### src/logic/board_ctrl_cfg.svh
`ifndef BOARD_CTRL_CFG_SVH
`define BOARD_CTRL_CFG_SVH

// register bus.
`define CSR_ADDR_W 5
`define CSR_DATA_W 8

`define CE_TICK_DIV 16         // clk cycles per slow tick.
`define LONG_PRESS_TICKS 3     // ticks held while on to force off.
`define WDT_DEFAULT_TIMEOUT 4  // watchdog reload value after reset.
`define GPIO_COUNT 8

// register map.
`define ADDR_WDT_CTRL 5'h04
`define ADDR_WDT_TIMEOUT 5'h05
`define ADDR_WDT_KICK 5'h06
`define ADDR_PWR_CTRL 5'h08
`define ADDR_GPIO_OUT 5'h10
`define ADDR_GPIO_OE 5'h11
`define ADDR_GPIO_IN 5'h12
`define ADDR_GPIO_IRQ_EN 5'h13
`define ADDR_IRQ_PENDING 5'h1c
`define ADDR_IRQ_ENABLE 5'h1d

`endif

### src/logic/board_ctrl_pkg.sv
`include "board_ctrl_cfg.svh"

package board_ctrl_pkg;

	// one bus request, valid in the cycle it is presented.
	typedef struct packed {
		logic [`CSR_ADDR_W-1:0] addr;
		logic we;
		logic [`CSR_DATA_W-1:0] wdata;
	} csr_req_t;

	typedef enum logic [`CSR_ADDR_W-1:0] {
		WDT_CTRL = `ADDR_WDT_CTRL,
		WDT_TIMEOUT = `ADDR_WDT_TIMEOUT,
		WDT_KICK = `ADDR_WDT_KICK,
		PWR_CTRL = `ADDR_PWR_CTRL,
		GPIO_OUT = `ADDR_GPIO_OUT,
		GPIO_OE = `ADDR_GPIO_OE,
		GPIO_IN = `ADDR_GPIO_IN,
		GPIO_IRQ_EN = `ADDR_GPIO_IRQ_EN,
		IRQ_PENDING = `ADDR_IRQ_PENDING,
		IRQ_ENABLE = `ADDR_IRQ_ENABLE
	} csr_addr_e;

	// one-cycle event pulses into the interrupt controller.
	typedef struct packed {
		logic wdt;
		logic gpio;
		logic pwr_btn;
		logic wake;
	} irq_src_t;

	typedef enum logic [1:0] {
		PWR_OFF = 2'd0,
		PWR_ON = 2'd1,
		PWR_HELD = 2'd2,
		PWR_WAIT_RELEASE = 2'd3
	} pwr_state_e;

endpackage

### src/logic/tick_gen.sv
`include "board_ctrl_cfg.svh"

module tick_gen (
	input  logic clk,
	input  logic rst,
	output logic ce_tick
);

	localparam int CNT_W = $clog2(`CE_TICK_DIV);

	logic [CNT_W-1:0] cnt;

	// ****************************************
	// slow clock enable
	// ****************************************

	// stands in for the 1 Hz enable of the board.
	always_ff @(posedge clk) begin
		if (rst) begin
			cnt <= '0;
			ce_tick <= 1'b0;
		end else if (cnt == CNT_W'(`CE_TICK_DIV - 1)) begin
			cnt <= '0;
			ce_tick <= 1'b1;  // one cycle per wrap.
		end else begin
			cnt <= cnt + 1'b1;
			ce_tick <= 1'b0;
		end
	end

endmodule

### src/logic/power_seq.sv
`include "board_ctrl_cfg.svh"

module power_seq import board_ctrl_pkg::*; (
	input  logic clk,
	input  logic rst,
	input  logic ce_tick,
	input  logic pwr_btn_n,
	input  logic wake_n,
	input  csr_req_t csr_req,
	output logic [`CSR_DATA_W-1:0] csr_rdata,
	output logic pwr_enable,
	output logic pwr_btn_evt,
	output logic wake_evt
);

	localparam int HELD_W = $clog2(`LONG_PRESS_TICKS + 1);

	pwr_state_e state;
	logic [1:0] btn_sync;   // button, active high.
	logic [1:0] wake_sync;  // wake, still active low.
	logic btn_d;
	logic wake_d;
	logic [HELD_W-1:0] held_cnt;
	logic btn_press;
	logic wake_fall;
	logic off_by_reg;

	assign btn_press = btn_sync[1] & ~btn_d;
	assign wake_fall = wake_d & ~wake_sync[1];
	assign off_by_reg = csr_req.we && csr_req.addr == PWR_CTRL && csr_req.wdata[0];
	assign pwr_enable = (state == PWR_ON) || (state == PWR_HELD);

	// ****************************************
	// input synchronisers
	// ****************************************

	always_ff @(posedge clk) begin
		if (rst) begin
			btn_sync <= 2'b00;
			wake_sync <= 2'b11;
			btn_d <= 1'b0;
			wake_d <= 1'b1;
			pwr_btn_evt <= 1'b0;
			wake_evt <= 1'b0;
		end else begin
			btn_sync <= {btn_sync[0], ~pwr_btn_n};
			wake_sync <= {wake_sync[0], wake_n};
			btn_d <= btn_sync[1];
			wake_d <= wake_sync[1];
			pwr_btn_evt <= btn_press;
			wake_evt <= wake_fall;
		end
	end

	// ****************************************
	// power state machine
	// ****************************************

	always_ff @(posedge clk) begin
		if (rst) begin
			state <= PWR_OFF;
			held_cnt <= '0;
		end else if (off_by_reg) begin
			state <= PWR_OFF;
		end else begin
			case (state)
			PWR_OFF: begin
				if (btn_press || wake_fall)
					state <= PWR_ON;
			end
			PWR_ON: begin
				if (btn_sync[1]) begin
					state <= PWR_HELD;
					held_cnt <= '0;
				end
			end
			PWR_HELD: begin
				if (!btn_sync[1]) begin
					state <= PWR_ON;  // short press, stay on.
				end else if (ce_tick) begin
					if (held_cnt == HELD_W'(`LONG_PRESS_TICKS - 1))
						state <= PWR_WAIT_RELEASE;
					else
						held_cnt <= held_cnt + 1'b1;
				end
			end
			PWR_WAIT_RELEASE: begin
				if (!btn_sync[1])
					state <= PWR_OFF;
			end
			default: state <= PWR_OFF;
			endcase
		end
	end

	always_ff @(posedge clk) begin
		if (rst)
			csr_rdata <= '0;
		else if (!csr_req.we && csr_req.addr == PWR_CTRL)
			csr_rdata <= {{(`CSR_DATA_W - 2){1'b0}}, btn_sync[1], pwr_enable};
		else
			csr_rdata <= '0;
	end

endmodule

### src/logic/watchdog.sv
`include "board_ctrl_cfg.svh"

module watchdog import board_ctrl_pkg::*; (
	input  logic clk,
	input  logic rst,
	input  logic ce_tick,
	input  logic pwr_enable,
	input  csr_req_t csr_req,
	output logic [`CSR_DATA_W-1:0] csr_rdata,
	output logic wdt_time_out,
	output logic wdt_evt
);

	logic wdt_en;
	logic [`CSR_DATA_W-1:0] timeout;
	logic [`CSR_DATA_W-1:0] count;
	logic wr_ctrl;
	logic wr_timeout;
	logic wr_kick;

	assign wr_ctrl = csr_req.we && csr_req.addr == WDT_CTRL;
	assign wr_timeout = csr_req.we && csr_req.addr == WDT_TIMEOUT;
	assign wr_kick = csr_req.we && csr_req.addr == WDT_KICK;

	// ****************************************
	// countdown
	// ****************************************

	always_ff @(posedge clk) begin
		if (rst) begin
			wdt_en <= 1'b0;
			timeout <= `CSR_DATA_W'(`WDT_DEFAULT_TIMEOUT);
			count <= `CSR_DATA_W'(`WDT_DEFAULT_TIMEOUT);
			wdt_time_out <= 1'b0;
			wdt_evt <= 1'b0;
		end else begin
			wdt_evt <= 1'b0;
			if (wr_timeout)
				timeout <= csr_req.wdata;
			if (wr_ctrl) begin
				wdt_en <= csr_req.wdata[0];
				wdt_time_out <= 1'b0;  // any control write clears the flag.
				count <= timeout;
			end else if (wr_kick || !pwr_enable) begin
				count <= timeout;  // fresh start at power on.
			end else if (wdt_en && !wdt_time_out && ce_tick) begin
				if (count <= `CSR_DATA_W'(1)) begin
					count <= '0;
					wdt_time_out <= 1'b1;
					wdt_evt <= 1'b1;
				end else begin
					count <= count - 1'b1;
				end
			end
		end
	end

	always_ff @(posedge clk) begin
		if (rst)
			csr_rdata <= '0;
		else if (!csr_req.we && csr_req.addr == WDT_CTRL)
			csr_rdata <= {{(`CSR_DATA_W - 2){1'b0}}, wdt_time_out, wdt_en};
		else if (!csr_req.we && csr_req.addr == WDT_TIMEOUT)
			csr_rdata <= timeout;
		else
			csr_rdata <= '0;
	end

endmodule

### src/logic/gpio_bank.sv
`include "board_ctrl_cfg.svh"

module gpio_bank import board_ctrl_pkg::*; #(
	parameter int NUM_GPIOS = `GPIO_COUNT
) (
	input  logic clk,
	input  logic rst,
	input  logic pwr_enable,
	input  csr_req_t csr_req,
	input  logic [NUM_GPIOS-1:0] gpio_in,
	output logic [`CSR_DATA_W-1:0] csr_rdata,
	output logic [NUM_GPIOS-1:0] gpio_out,
	output logic [NUM_GPIOS-1:0] gpio_oe,
	output logic gpio_evt
);

	logic [NUM_GPIOS-1:0] out_r;
	logic [NUM_GPIOS-1:0] oe_r;
	logic [NUM_GPIOS-1:0] irq_en;
	logic [NUM_GPIOS-1:0] in_meta;
	logic [NUM_GPIOS-1:0] in_sync;
	logic [NUM_GPIOS-1:0] in_prev;
	logic [NUM_GPIOS-1:0] changed;

	assign changed = (in_sync ^ in_prev) & irq_en;
	assign gpio_out = out_r;
	assign gpio_oe = oe_r & {NUM_GPIOS{pwr_enable}};  // float while off.

	always_ff @(posedge clk) begin
		in_meta <= gpio_in;
		in_sync <= in_meta;
		in_prev <= in_sync;
	end

	always_ff @(posedge clk) begin
		if (rst) begin
			out_r <= '0;
			oe_r <= '0;
			irq_en <= '0;
			gpio_evt <= 1'b0;
		end else begin
			if (csr_req.we && csr_req.addr == GPIO_OUT)
				out_r <= csr_req.wdata[NUM_GPIOS-1:0];
			if (csr_req.we && csr_req.addr == GPIO_OE)
				oe_r <= csr_req.wdata[NUM_GPIOS-1:0];
			if (csr_req.we && csr_req.addr == GPIO_IRQ_EN)
				irq_en <= csr_req.wdata[NUM_GPIOS-1:0];
			gpio_evt <= |changed;  // any enabled pin toggled.
		end
	end

	always_ff @(posedge clk) begin
		if (rst || csr_req.we) begin
			csr_rdata <= '0;
		end else begin
			case (csr_req.addr)
			GPIO_OUT: csr_rdata <= `CSR_DATA_W'(out_r);
			GPIO_OE: csr_rdata <= `CSR_DATA_W'(oe_r);
			GPIO_IN: csr_rdata <= `CSR_DATA_W'(in_sync);
			GPIO_IRQ_EN: csr_rdata <= `CSR_DATA_W'(irq_en);
			default: csr_rdata <= '0;
			endcase
		end
	end

endmodule

### src/logic/irq_ctrl.sv
`include "board_ctrl_cfg.svh"

module irq_ctrl import board_ctrl_pkg::*; (
	input  logic clk,
	input  logic rst,
	input  csr_req_t csr_req,
	input  irq_src_t irq_src,
	output logic [`CSR_DATA_W-1:0] csr_rdata,
	output logic irq
);

	localparam int NUM_IRQS = $bits(irq_src_t);

	logic [NUM_IRQS-1:0] pending;
	logic [NUM_IRQS-1:0] enable;
	logic [NUM_IRQS-1:0] clr;

	// write one to clear.
	assign clr = (csr_req.we && csr_req.addr == IRQ_PENDING) ?
		csr_req.wdata[NUM_IRQS-1:0] : '0;

	// ****************************************
	// pending and enable
	// ****************************************

	always_ff @(posedge clk) begin
		if (rst) begin
			pending <= '0;
			enable <= '0;
			irq <= 1'b0;
		end else begin
			pending <= (pending & ~clr) | irq_src;  // new event wins over clear.
			if (csr_req.we && csr_req.addr == IRQ_ENABLE)
				enable <= csr_req.wdata[NUM_IRQS-1:0];
			irq <= |(pending & enable);
		end
	end

	always_ff @(posedge clk) begin
		if (rst)
			csr_rdata <= '0;
		else if (!csr_req.we && csr_req.addr == IRQ_PENDING)
			csr_rdata <= `CSR_DATA_W'(pending);
		else if (!csr_req.we && csr_req.addr == IRQ_ENABLE)
			csr_rdata <= `CSR_DATA_W'(enable);
		else
			csr_rdata <= '0;
	end

endmodule

### src/logic/board_ctrl_top.sv
`include "board_ctrl_cfg.svh"

module board_ctrl_top import board_ctrl_pkg::*; (
	input  logic clk,
	input  logic rst,
	input  csr_req_t csr_req,
	input  logic pwr_btn_n,
	input  logic wake_n,
	input  logic [`GPIO_COUNT-1:0] gpio_in,
	output logic [`CSR_DATA_W-1:0] csr_rdata,
	output logic pwr_enable,
	output logic wdt_time_out,
	output logic [`GPIO_COUNT-1:0] gpio_out,
	output logic [`GPIO_COUNT-1:0] gpio_oe,
	output logic irq
);

	logic ce_tick;
	logic pwr_btn_evt;
	logic wake_evt;
	logic wdt_evt;
	logic gpio_evt;
	irq_src_t irq_src;
	logic [`CSR_DATA_W-1:0] rdata_pwr;
	logic [`CSR_DATA_W-1:0] rdata_wdt;
	logic [`CSR_DATA_W-1:0] rdata_gpio;
	logic [`CSR_DATA_W-1:0] rdata_irq;

	assign irq_src = '{wdt: wdt_evt, gpio: gpio_evt, pwr_btn: pwr_btn_evt, wake: wake_evt};
	assign csr_rdata = rdata_pwr | rdata_wdt | rdata_gpio | rdata_irq;  // idle blocks read 0.

	tick_gen i_tick_gen (.clk(clk), .rst(rst), .ce_tick(ce_tick));

	power_seq i_power_seq (
		.clk(clk), .rst(rst), .ce_tick(ce_tick),
		.pwr_btn_n(pwr_btn_n), .wake_n(wake_n),
		.csr_req(csr_req), .csr_rdata(rdata_pwr),
		.pwr_enable(pwr_enable), .pwr_btn_evt(pwr_btn_evt), .wake_evt(wake_evt)
	);

	watchdog i_watchdog (
		.clk(clk), .rst(rst), .ce_tick(ce_tick), .pwr_enable(pwr_enable),
		.csr_req(csr_req), .csr_rdata(rdata_wdt),
		.wdt_time_out(wdt_time_out), .wdt_evt(wdt_evt)
	);

	gpio_bank #(
		.NUM_GPIOS(`GPIO_COUNT)
	) i_gpio_bank (
		.clk(clk), .rst(rst), .pwr_enable(pwr_enable),
		.csr_req(csr_req), .gpio_in(gpio_in), .csr_rdata(rdata_gpio),
		.gpio_out(gpio_out), .gpio_oe(gpio_oe), .gpio_evt(gpio_evt)
	);

	irq_ctrl i_irq_ctrl (
		.clk(clk), .rst(rst), .csr_req(csr_req), .irq_src(irq_src),
		.csr_rdata(rdata_irq), .irq(irq)
	);

endmodule

### config.mk
export PLATFORM = sky130hd
export DESIGN_NAME = board_ctrl_top
export DESIGN_NICKNAME = d
export VERILOG_FILES = /design/src/logic/board_ctrl_pkg.sv /design/src/logic/tick_gen.sv /design/src/logic/power_seq.sv /design/src/logic/watchdog.sv /design/src/logic/gpio_bank.sv /design/src/logic/irq_ctrl.sv /design/src/logic/board_ctrl_top.sv
export VERILOG_INCLUDE_DIRS = /design/src /design/src/logic
export SDC_FILE = /design/constraint.sdc
export NUM_CORES = 1
export LEC_CHECK = 0
export ABC_AREA = 1
export BUFFER_PORTS_ARGS = -buffer_cell sky130_fd_sc_hd__buf_2
export CAP_MARGIN = 20
export CORE_MARGIN = 1
export CORE_UTILIZATION = 52
export CTS_BUF_LIST = sky130_fd_sc_hd__clkbuf_4
export CTS_CLUSTER_DIAMETER = 30
export DETAILED_ROUTE_END_ITERATION = 6
export PLACE_DENSITY = 0.72
export SLEW_MARGIN = 25
export SYNTH_ARGS = -nofsm -noshare
export SYNTH_HDL_FRONTEND = slang
export SYNTH_SLANG_ARGS = --single-unit
### constraint.sdc
create_clock -name clk -period 4.37 [get_ports clk]
set_input_delay 0.6555 -clock clk [delete_from_list [all_inputs] [get_ports clk]]
set_output_delay 0.6555 -clock clk [all_outputs]
set_load 0.01 [all_outputs]
==> results_dict.tcl, run 1 <==
set metrics [dict create \
    maxSlewViolCount 0 \
    worst_setup_path_end_kind "output pin" \
    first_pass_iters 5 \
    insertedDiodeCount 0 \
    post_cts_resized 0 \
    slew_headroom_pct 55.68 \
    yosysUniqueCellTypes 36 \
    die_y_um 95.65 \
    drt_iter0_markers 240 \
    hold_slack_ps 222.1 \
    dieArea_um2 9149 \
    cts_tree "yes" \
    max_freq_mhz 390.4 \
    clock-sinks 116 \
    antenna_left 0 \
    area_delta_synth_final_pct 12.43 \
    synth.top_cell.area_share_pct 50.92 \
    hold_viol 0 \
    clockRootBuffer "clkbuf_4" \
    antenna_found_initial 0 \
    yosysSeqAreaShare_pct 50.92 \
    cp.arrival_ps 1910 \
    async_flop_share_pct 0 \
    grt_overflow 0 \
    stdcell_area_um2 5127 \
    multiInputGateArea_um2 1876 \
    synth_area_leaders "dfxtp_1 51%, nor2_1 6.8%, a21oi_1 6.3%" \
    rsz0062_at_grt "false" \
    fp.coreArea_um2 8341 \
    leakage_nw 2.176 \
    synth_ff_type "dfxtp_1" \
    fin_util_pct 61.48 \
    ff2ff_setup_slack_ps 1960 \
    grt_pass1_wl_um 16240 \
    final_nets 663 \
    hold_class "primary input to register" \
    grt_max_degree 43 \
    syn_area_um2 4561 \
    synth_edf_count 0 \
    power_density_nw_per_um2 411.1 \
    slowest_stage "ha_1" \
    clock_path_buffers 2 \
    place_area_um2 4867 \
    synth_top_cell_by_area "dfxtp_1" \
    critPathMaxStageDelay_ps 580 \
    post_cts_buffers 0 \
    maxCapViolCount 0 \
    h-tree-depth 4 \
    path_clk_slew_ps 110 \
    syn_avg_cell_area_um2 7.945 \
    path_common_cell "inv_1" \
    start_util_pct 54.68 \
    cts_hold_buf 0 \
    io_pins 53 \
    syn_inst 574 \
    setup_viol 0 \
    std_cell_rows 33 \
    fin_skew_ps 14.42 \
    path_class "register to output pin" \
    path_max_fanout 10 \
    drive_gt1_share_pct 17.47 \
    wl_um 10140 \
    routed_via_density 5.210 \
    drc 0 \
    vdd_drop_max_mv 0.2682 \
    fin_tns_setup_ps 0 \
    post_drt_wl_per_cell_um 13.59 \
    port_buffers 52 \
    dp_hpwl_um 7211 \
    grt_use_total_pct 24.11 \
    grt_pass1_vias 3554 \
    die_w_um 95.65 \
    outcome "finished, final reports clean" \
    regArea_um2 2322 \
    ys_warn_count 0 \
    cp.required_ps 3710 \
    worstSetupStartpointType "register" \
    crit_chain "inv_1 > ha_1 > nand2_1 > inv_1 > buf_2" \
    ys_ff_latch 116 \
    gp_congestion 0.8587 \
    vias 3887 \
    numCtsBuffers 17 \
    period_needed_ps 2562 \
    fill_cells 786 \
    period_share_pct 58.62 \
    worstSkewPairLatency_ps 520 \
    tightest_slew_ps 664.8 \
    syn-num-nets 609 \
]
## metal layers
layer	vias to the layer above	track usage, %	part of all wire [%]
met3	27	8.373	6.2
li1	1986	-	-
met2	134	38.57	46
met5	-	0	0
met4	0	11.19	2.7
met1	1740	29.04	45
## cell usage after synthesis, types with 3 or more instances
cell type	count
o22ai_1	8
buf_2	5
nand4_1	12
ha_1	9
nor2_1	83
clkbuf_1	9
or2_2	11
inv_1	68
nand2_1	74
nand3b_1	3
nand3_2	3
o21ai_0	45
dfxtp_1	116
nor3_1	5
xor2_1	4
inv_2	5
a21oi_1	57
nand3_1	29
xnor2_1	3
## state kept, by name, summed over array words and instances, names as in the netlist, 4 cells and up
register / cells
i_gpio_bank.csr_rdata: 8
i_gpio_bank.gpio_out: 8
i_irq_ctrl.pending: 4
i_gpio_bank.irq_en: 8
i_irq_ctrl.enable: 4
i_gpio_bank.in_sync: 8
i_gpio_bank.in_prev: 8
i_tick_gen.cnt: 4
i_gpio_bank.oe_r: 8
i_watchdog.count: 8
i_irq_ctrl.csr_rdata: 4
i_gpio_bank.in_meta: 8
i_watchdog.csr_rdata: 8
i_watchdog.timeout: 8
## report_power, final
| group | leakage, nW | switching [mW] | internal, mW |
|---|---|---|---|
| Clock | 0.126 | 0.426 | 0.282 |
| Sequential | 0.947 | 0.0248 | 1.09 |
| Combinational | 1.10 | 0.195 | 0.0883 |
## layout make-up
class | count | share of cell area, %
clock buffer | 17 | 2.489
multi-input combinational | 367 | 36.58
clock inverter | 15 | 2.587
inverter | 74 | 5.417
sequential | 116 | 45.29
tap | 105 | 2.562
timing repair buffer | 52 | 5.076
## logic make-up after synthesis
kind of cell | share of synthesized area, %
buffers and inverters | 7.956
DFF | 50.92
xor gates and xnor gates | 1.344
and+or+nand+nor | 23.92
AOI/OAI and AO/OA | 13.39
adders and majority gates | 2.469
## stage by stage
stage,worst slack (ps),power [mW],cells
3_5_place_dp,1852,1.421,714
5_1_grt,1646,2.219,746
6_report,1808,2.108,746
4_1_cts,1770,2.126,746
2_1_floorplan,2536,1.345,574
3_3_place_gp,1912,1.412,714
## critical path, delay by kind of cell (launching register included)
family	cells	cell delay [ps]
fa+ha+maj	1	580
buf+inv	3	300
flops	1	400
simple gates	1	110
## layout by cell type, fill, tap and decap left out, drive strengths merged
cell	n
o21ai	47
bufinv	1
nand2	76
o41ai	1
nand4	13
or3	2
o31ai	1
clkinvlp	5
ha	9
nor2	87
buf	52
or2	11
nand3	32
a21oi	57
o211ai	2
o22ai	8
nand3b	3
a41oi	1
or4	2
dfxtp	116
inv	75
xnor2	3
xor2	4
clkinv	8
nor3	8
clkbuf	17
## final timing paths
check,start,to,cells past startpoint
max,i_power_seq.state[1]$_SDFFE_PP0P_,gpio_oe[0],5
min,gpio_in[2],i_gpio_bank.in_meta[2]$_DFF_P_,1
max reg2reg,i_power_seq.state[1]$_SDFFE_PP0P_,i_watchdog.count[5]$_SDFFE_PP0P_,8
min reg2reg,i_gpio_bank.in_meta[2]$_DFF_P_,i_gpio_bank.in_sync[2]$_DFF_P_,0
(Power assumes the default switching activity.)
==> run 2: changes to the inputs <==
Settings changed: PLACE_DENSITY 0.72 to 0.75.
Clock period 4.37 ns to 2.1 ns, I/O delays scaled along.
==> run 2 against run 1 <==
Hold slack got worse by 85 ps. Critical path depth unchanged. Global-route usage down 0.44 points. Sequential share of layout area down 1.3 points. Die area did not move. Critical endpoint is now gpio_oe[1]. Largest power group unchanged. Sequential cell count unchanged.
==> results_dict.tcl, run 2 (synthesis gave the netlist of run 1 again) <==
set metrics [dict create \
    insertedDiodeCount 0 \
    cp.required_ps 1780 \
    rsz0062_at_grt "false" \
    dp_hpwl_um 7207 \
    path_clk_slew_ps 110 \
    hold_viol 0 \
    worstSkewPairLatency_ps 500 \
    die_y_um 95.65 \
    fin_skew_ps 14.60 \
    vdd_drop_max_mv 0.6425 \
    critPathTopFamily "flip-flops" \
    clock_path_buffers 2 \
    p_switching_mw 1.341 \
    regArea_um2 2325 \
    std_cell_rows 33 \
    antenna_left 0 \
    fin_cells 760 \
    period_share_pct 90.42 \
    hold_slack_ps 137.5 \
    hold_class "primary input to register" \
    vias 3925 \
    outcome "finished, final reports clean" \
    seqPwrFrac_pct 52.4 \
    cts_tree "yes" \
    port_buffers 52 \
    area_delta_synth_final_pct 15.88 \
    die_w_um 95.65 \
    start_util_pct 54.68 \
    h-tree-depth 4 \
    grt_max_degree 33 \
    switching_share_pct 30.15 \
    p_comb_share_pct 14.5 \
    clock-sinks 116 \
    crit_chain "inv_1 > ha_4 > nand2_1 > inv_1 > buf_2" \
    p_clk_share_pct 33.1 \
    clockRootBuffer "clkbuf_4" \
    grt_use_total_pct 23.67 \
    worst_setup_path_end_kind "output pin" \
    grt_pass1_wl_um 16160 \
    grt_overflow 0 \
    path_class "register to output pin" \
    critPathMaxStageDelay_ps 370 \
    final_common_cell "dfxtp_1" \
    path_common_cell "inv_1" \
    dieArea_um2 9149 \
    numCtsBuffers 17 \
    worstSetupStartpointType "register" \
    post_drt_wl_per_cell_um 13.14 \
    drt_iter0_markers 272 \
    path_max_fanout 10 \
    cp.arrival_ps 1580 \
    post_cts_buffers 0 \
    p_int_mw 3.106 \
    layout_common_cells "114 x dfxtp_1, 83 x nor2_1, 74 x nand2_1, 67 x inv_1, 57 x a21oi_1" \
    io_pins 53 \
    setup_viol 0 \
    max_freq_mhz 526.6 \
    tightest_slew_ps 512.8 \
    drc 0 \
    wl_um 9990 \
    period_needed_ps 1899 \
    dp.cells 719 \
    fill_cells 739 \
    leakage_nw 2.253 \
    fin_tns_setup_ps 0 \
    slew_headroom_pct 65.69 \
    slowest_stage "dfxtp_2" \
    drive_gt1_share_pct 18.47 \
    power_density_nw_per_um2 841.3 \
    routed_via_density 5.164 \
    grt_pass1_vias 3592 \
    final_nets 677 \
    cp_num_buf_inv 3 \
    maxSlewViolCount 0 \
    gp_congestion 0.9103 \
    fp.coreArea_um2 8341 \
    antenna_found_initial 0 \
    maxCapViolCount 0 \
    multiInputGateArea_um2 1888 \
    first_pass_iters 6 \
]
-- run 2: power by group through the flow --
stage / registers, mW / logic (mW) / clock network [mW]
2_1_floorplan: 2.36 / 0.438 / 0
3_3_place_gp: 2.37 / 0.592 / 0
3_5_place_dp: 2.38 / 0.610 / 0
4_1_cts: 2.33 / 0.631 / 1.50
5_1_grt: 2.34 / 0.728 / 1.61
6_report: 2.33 / 0.646 / 1.47
-- run 2: final cells by class --
cell class                      count  area share (%)
Multi-Input combinational cell    367           35.72
Inverter                           74           5.256
Tap cell                          105           2.486
Timing Repair Buffer               66           7.623
Sequential cell                   116           43.99
Clock buffer                       17           2.415
Clock inverter                     15           2.509
-- run 2: routing by layer --
layer  share of wire [%]  global-route usage [%]  vias up
li1                    -                       -     2012
met1                  45                   29.36     1776
met2                  47                   38.75      116
met3                 5.7                   6.380       21
met4                 2.2                   9.950        0
met5                   0                       0        -
-- run 2: worst reg2reg max path: cells and delay by family (launching register included) --
family | cells | cell delay (ps)
simple gates | 5 | 820
flops | 1 | 370
fa+ha+maj | 1 | 350
buf+inv | 2 | 180
-- run 2: final timing paths --
kind	slack (ps)	endpoint	startpoint	cells past startpoint
max	200	gpio_oe[1]	i_power_seq.state[1]$_SDFFE_PP0P_	5
min	140	i_gpio_bank.gpio_out[7]$_SDFFE_PP0P_	csr_req[7]	3
max reg2reg	310	i_watchdog.count[4]$_SDFFE_PP0P_	i_power_seq.state[1]$_SDFFE_PP0P_	8
min reg2reg	340	i_gpio_bank.in_sync[0]$_DFF_P_	i_gpio_bank.in_meta[0]$_DFF_P_	0
-- run 2: what timing repair did --
| action | 4_1_cts | 5_1_grt |
|---|---|---|
| hold buffers | 10 | 0 |
| endpoints found under the hold margin | 10 | 0 |
| setup endpoints to repair | 2 | 8 |
| pin swaps | 0 | 0 |
| gates resized for setup | 1 | 3 |
-- run 2: per-stage QoR --
step	setup WS [ps]	util (%)	instance area, µm²	power, mW
floorplan	301.7	-	4561	2.799
global placement	430.9	58.96	4917	2.961
detailed placement	355.3	58.96	4917	2.985
CTS	17.02	63.29	5279	4.460
global route	83.34	63.37	5285	4.673
finish	201.2	63.37	5285	4.447
